`src/common/aud_sample_pkg.sv`:
```
package aud_sample_pkg;

    // one mono pcm word, two's complement
    typedef logic signed [15:0] sample_t;

    // raw speed field, factor is value + 1
    typedef logic [2:0] speed_t;

    // hold / interpolation step, runs 1..8
    typedef logic [3:0] step_t;

    // interpolation accumulator
    // 16b sample times 8 still fits with sign
    typedef logic signed [19:0] acc_t;

endpackage

```
`src/dac_tx/dac_tx.sv`:
```
`timescale 1ns/10ps

module dac_tx #(
    parameter int CREDITS  = 2,
    parameter int BCLK_DIV = 2
) (
    input  logic                    i_clk,
    input  logic                    i_rst_n,
    input  logic                    i_smp_valid,
    input  aud_sample_pkg::sample_t i_smp_data,
    output logic                    o_credit,
    output logic                    o_bclk,
    output logic                    o_lrck,
    output logic                    o_sd
);

    localparam int PW = (CREDITS > 1) ? $clog2(CREDITS) : 1;
    localparam int CW = $clog2(CREDITS + 1);
    localparam int DW = (BCLK_DIV > 1) ? $clog2(BCLK_DIV) : 1;

    aud_sample_pkg::sample_t q_mem [CREDITS];
    aud_sample_pkg::sample_t hold_r;     // kept for the right channel
    aud_sample_pkg::sample_t word;
    logic [15:0]             shreg;
    logic [PW-1:0]           wr_ptr, rd_ptr;
    logic [CW-1:0]           q_cnt;
    logic [DW-1:0]           div_cnt;
    logic [4:0]              bit_cnt;
    logic                    tick, fall, frame_end, pop;

    assign tick      = (div_cnt == DW'(BCLK_DIV - 1));
    assign fall      = tick && o_bclk;
    assign frame_end = fall && (bit_cnt == 5'd31);
    assign pop       = frame_end && (q_cnt != '0);
    assign word      = pop ? q_mem[rd_ptr] : '0;   // underrun sends silence

    // queue storage, never written while full
    always_ff @(posedge i_clk) begin
        if (i_smp_valid) begin
            q_mem[wr_ptr] <= i_smp_data;
        end
    end

    always_ff @(posedge i_clk or negedge i_rst_n) begin
        if (!i_rst_n) begin
            wr_ptr   <= '0;
            rd_ptr   <= '0;
            q_cnt    <= '0;
            o_credit <= 1'b0;
        end else begin
            if (i_smp_valid) begin
                wr_ptr <= (wr_ptr == PW'(CREDITS - 1)) ? '0 : wr_ptr + 1'b1;
            end
            if (pop) begin
                rd_ptr <= (rd_ptr == PW'(CREDITS - 1)) ? '0 : rd_ptr + 1'b1;
            end
            q_cnt    <= q_cnt + CW'(i_smp_valid) - CW'(pop);
            o_credit <= pop;   // one credit per sample taken
        end
    end

    always_ff @(posedge i_clk or negedge i_rst_n) begin
        if (!i_rst_n) begin
            div_cnt <= '0;
            o_bclk  <= 1'b0;
        end else if (tick) begin
            div_cnt <= '0;
            o_bclk  <= ~o_bclk;
        end else begin
            div_cnt <= div_cnt + 1'b1;
        end
    end

    // serializer, everything moves on the bclk falling edge
    always_ff @(posedge i_clk or negedge i_rst_n) begin
        if (!i_rst_n) begin
            bit_cnt <= '0;
            o_lrck  <= 1'b0;
            o_sd    <= 1'b0;
            shreg   <= '0;
            hold_r  <= '0;
        end else if (fall) begin
            bit_cnt <= bit_cnt + 5'd1;
            if (frame_end) begin
                hold_r <= word;
                o_lrck <= 1'b0;   // left half
                o_sd   <= word[15];
                shreg  <= {word[14:0], 1'b0};
            end else if (bit_cnt == 5'd15) begin
                o_lrck <= 1'b1;
                o_sd   <= hold_r[15];
                shreg  <= {hold_r[14:0], 1'b0};
            end else begin
                o_sd  <= shreg[15];
                shreg <= {shreg[14:0], 1'b0};
            end
        end
    end

endmodule

```
`config.mk`:
```
export PLATFORM = sky130hd
export DESIGN_NAME = dac_tx
export DESIGN_NICKNAME = d
export VERILOG_FILES = /design/src/common/aud_sample_pkg.sv /design/src/dac_tx/dac_tx.sv
export SDC_FILE = /design/constraint.sdc
export NUM_CORES = 1
export LEC_CHECK = 0
export CAP_MARGIN = 15
export CORE_MARGIN = 10
export CORE_UTILIZATION = 45
export DETAILED_ROUTE_END_ITERATION = 8
export DONT_BUFFER_PORTS = 1
export GPL_ROUTABILITY_DRIVEN = 0
export SLEW_MARGIN = 10
export SYNTH_ARGS = -nofsm -noshare
export SYNTH_HDL_FRONTEND = slang
export SYNTH_SLANG_ARGS = --single-unit
```
`constraint.sdc`:
```
create_clock -name i_clk -period 6.5 [get_ports i_clk]
set_input_delay 0 -clock i_clk [delete_from_list [all_inputs] [get_ports i_clk]]
set_output_delay 0 -clock i_clk [all_outputs]
set_load 0.02 [all_outputs]
```
==> flow_metrics.py <==
metrics = {
    "synth": {
        "yosysUniqueCellTypes": 27,
        "synth_top_cell_by_area": "dfrtp_1",
        "ys_warn_count": 0,
        "netlist_area_um2": 3080,
        "netlist.area_leader.share": 0.366,
        "syn_area_per_cell_um2": 15.2,
        "syn_nets": 227,
        "synth.area.top_cells": "dfrtp_1, edfxtp_1, mux2_2",
        "synth-seq-cells": 77,
        "yosysSeqAreaShare": 0.677,
        "netlist_instances": 203,
    },
    "worst_setup_path": {
        "worst_path_max_delay_cell": "o2111ai_2",
        "path_common_cell": "ha_1",
        "cp.arrival_ns": 2.76,
        "cp-end-kind": "register",
        "critPathBufInv": 2,
        "cp.required_ns": 6.76,
        "path_delay_family": "adder cells",
        "max_stage_delay_ns": 0.44,
        "cp_max_fo": 18,
        "worstPathCellList": "ha_1 > and3_1 > ha_1 > o2111ai_2 > inv_1 > ha_1 > inv_1 > ha_1 > xnor2_1 > xnor2_1",
        "reg2reg_from": "bit_cnt[0]$_DFFE_PN0P_",
        "worstSetupPathType": "reg -> reg",
        "cp-start-kind": "register",
        "startpoint": "bit_cnt[0]$_DFFE_PN0P_",
    },
    "drt": {
        "first_pass_iters": 4,
        "wire_per_inst_um": 16.8,
        "wl_um": 5180,
        "drt_iter0_markers": 149,
        "vias": 1668,
        "drc_errors": 0,
        "ant_nets": 0,
        "vias_per_cell": 5.40,
    },
    "cells_and_area": {
        "multi_input_area_um2": 906,
        "regArea_um2": 2090,
        "drive_gt1_frac": 0.140,
        "antennaDiodeCount": 0,
        "fin_util": 0.522,
        "areaGrowthSynthToFinish_pct": 13.9,
        "n_fill_cell": 538,
        "final_cell_mix": "dfrtp_1, edfxtp_1, dlygate4sd3_1",
        "final_area_um2": 3510,
        "final_nets": 248,
        "fin_cells": 309,
        "final_common_cell": "dfrtp_1",
    },
    "outcome": {
        "status": "finished, final reports clean",
    },
    "clocking": {
        "cts_tree": "done",
        "ctsHtreeMaxLevel": 3,
        "clock_latency_ns": 0.34,
        "cts_inserted_buffers": 9,
        "clk_pin_slew_ns": 0.08,
        "cts_root_buf": "clkbuf_8",
        "clk_path_buf_depth": 2,
        "post-cts-setup-buffer-count": 0,
        "cts_sinks": 77,
    },
    "floorplan": {
        "num_rows": 30,
        "core_um2": 6720,
        "die_h_um": 103,
        "die_w_um": 103,
        "io-pin-count": 23,
        "die_area_um2": 10600,
        "initial_core_util": 0.458,
    },
    "timing": {
        "finalSetupViolations": 0,
        "slew_headroom": 0.432,
        "rsz0062_at_grt": "no",
        "final_hold_viol_count": 0,
        "period_share": 0.384,
        "fin_crit_ns": 2.49,
        "whs_ns": 0.153,
        "fin_setup_tns_ns": 0,
        "drv_slew": 0,
        "fin_ws_ns": 4.01,
        "skew_ns": 0.0120,
        "tightest_slew_ns": 0.853,
        "timing.fmax_ghz": 0.401,
    },
    "worst_hold_path": {
        "min_from": "i_smp_valid",
        "hold_class": "in -> reg",
    },
    "grt": {
        "grt_usage": 0.108,
        "grt_first_pass_wirelength_um": 8750,
        "grt_overflow": 0,
        "antenna_found_initial": 0,
        "grt_pass1_vias": 1779,
        "grt_max_degree": 46,
    },
    "job": {
        "maxCapViolCount": 0,
    },
    "pwr": {
        "ir_drop_mv": 0.262,
        "leakagePower_nw": 1.60,
        "p_per_area_nw_per_um2": 280,
        "p_total_mw": 0.982,
    },
    "placement": {
        "portBuffers": 0,
        "pre_cts_slack_ns": 3.99,
        "dp_hpwl_um": 3390,
        "dp.cells": 274,
        "postPlaceCellArea_um2": 3120,
    },
}
-- routing by layer --
| metal | up-vias | GRT usage | part of all wire |
|---|---|---|---|
| met5 | - | 0 | 0 |
| met1 | 842 | 0.132 | 0.45 |
| met2 | 29 | 0.168 | 0.50 |
| met4 | 0 | 0.0578 | 0.020 |
| met3 | 11 | 0.0322 | 0.038 |
| li1 | 786 | - | - |
-- cells in the mapped netlist --
library cell	number
dfrtp_1	45
edfxtp_1	32
a21o_1	16
mux2i_1	16
nor2_1	16
a221o_1	15
mux2_2	15
nand2_1	7
xnor2_1	6
ha_1	5
inv_1	5
buf_2	4
buf_6	3
a21oi_1	2
and2_1	2
clkbuf_1	2
xor2_1	2
a211o_1	1
and3_1	1
buf_4	1
nand2_2	1
nand4_1	1
nor2_2	1
nor2b_1	1
nor3_1	1
o2111ai_2	1
o21ai_0	1
-- where the power goes --
group	leakage [nW]	switching [mW]	internal, mW
sequential	0.908	0.0171	0.563
combinational	0.602	0.0408	0.0269
clock	0.0888	0.161	0.173
total	1.60	0.219	0.762
-- kinds of logic after synthesis --
| logic type | Yosys count | share of synthesized area |
|---|---|---|
| AND/OR/NAND/NOR | 31 | 0.0439 |
| XOR/XNOR | 8 | 0.0227 |
| AO/OA/AOI/OAI | 36 | 0.100 |
| flip-flops | 77 | 0.677 |
| multiplexers | 31 | 0.107 |
| buffers and inverters | 15 | 0.0284 |
| adder cells (fa/ha/maj) | 5 | 0.0203 |
-- registers in the layout, indices dropped and copies added, names as in the netlist --
| register | cells |
|---|---|
| q_mem | 32 |
| hold_r | 16 |
| shreg | 15 |
| bit_cnt | 5 |
| q_cnt | 2 |
| div_cnt | 1 |
| o_bclk | 1 |
| o_credit | 1 |
| o_lrck | 1 |
| o_sd | 1 |
| rd_ptr | 1 |
| wr_ptr | 1 |
-- final timing paths --
path	endpoint	slack [ns]	cells after the start
max in group asynchronous	hold_r[6]$_DFFE_PN0P_	6.13	2
setup / recovery	q_cnt[1]$_DFF_PN0_	4.01	10
min in group asynchronous	hold_r[1]$_DFFE_PN0P_	0.17	2
hold reg to reg	bit_cnt[3]$_DFFE_PN0P_	0.48	1
setup reg to reg	q_cnt[1]$_DFF_PN0_	4.01	10
hold / removal	q_mem[0][2]$_DFFE_PP_	0.15	2
-- layout make-up --
| type | instances | share of cell area |
|---|---|---|
| inverters | 5 | 0.00535 |
| clock buffers | 10 | 0.0364 |
| flip-flops and latches | 77 | 0.595 |
| clock inverters | 6 | 0.0153 |
| multi-input cells | 111 | 0.258 |
| repair buffers | 20 | 0.0613 |
| well taps | 80 | 0.0285 |
-- repair_timing --
action | in CTS | in global routing
hold buffers | 19 | 0
endpoints found under the setup margin | 0 | 0
resized for setup | 0 | 0
endpoints found under the hold margin | 79 | 0
Note: power is estimated with default switching activity, not from simulation.
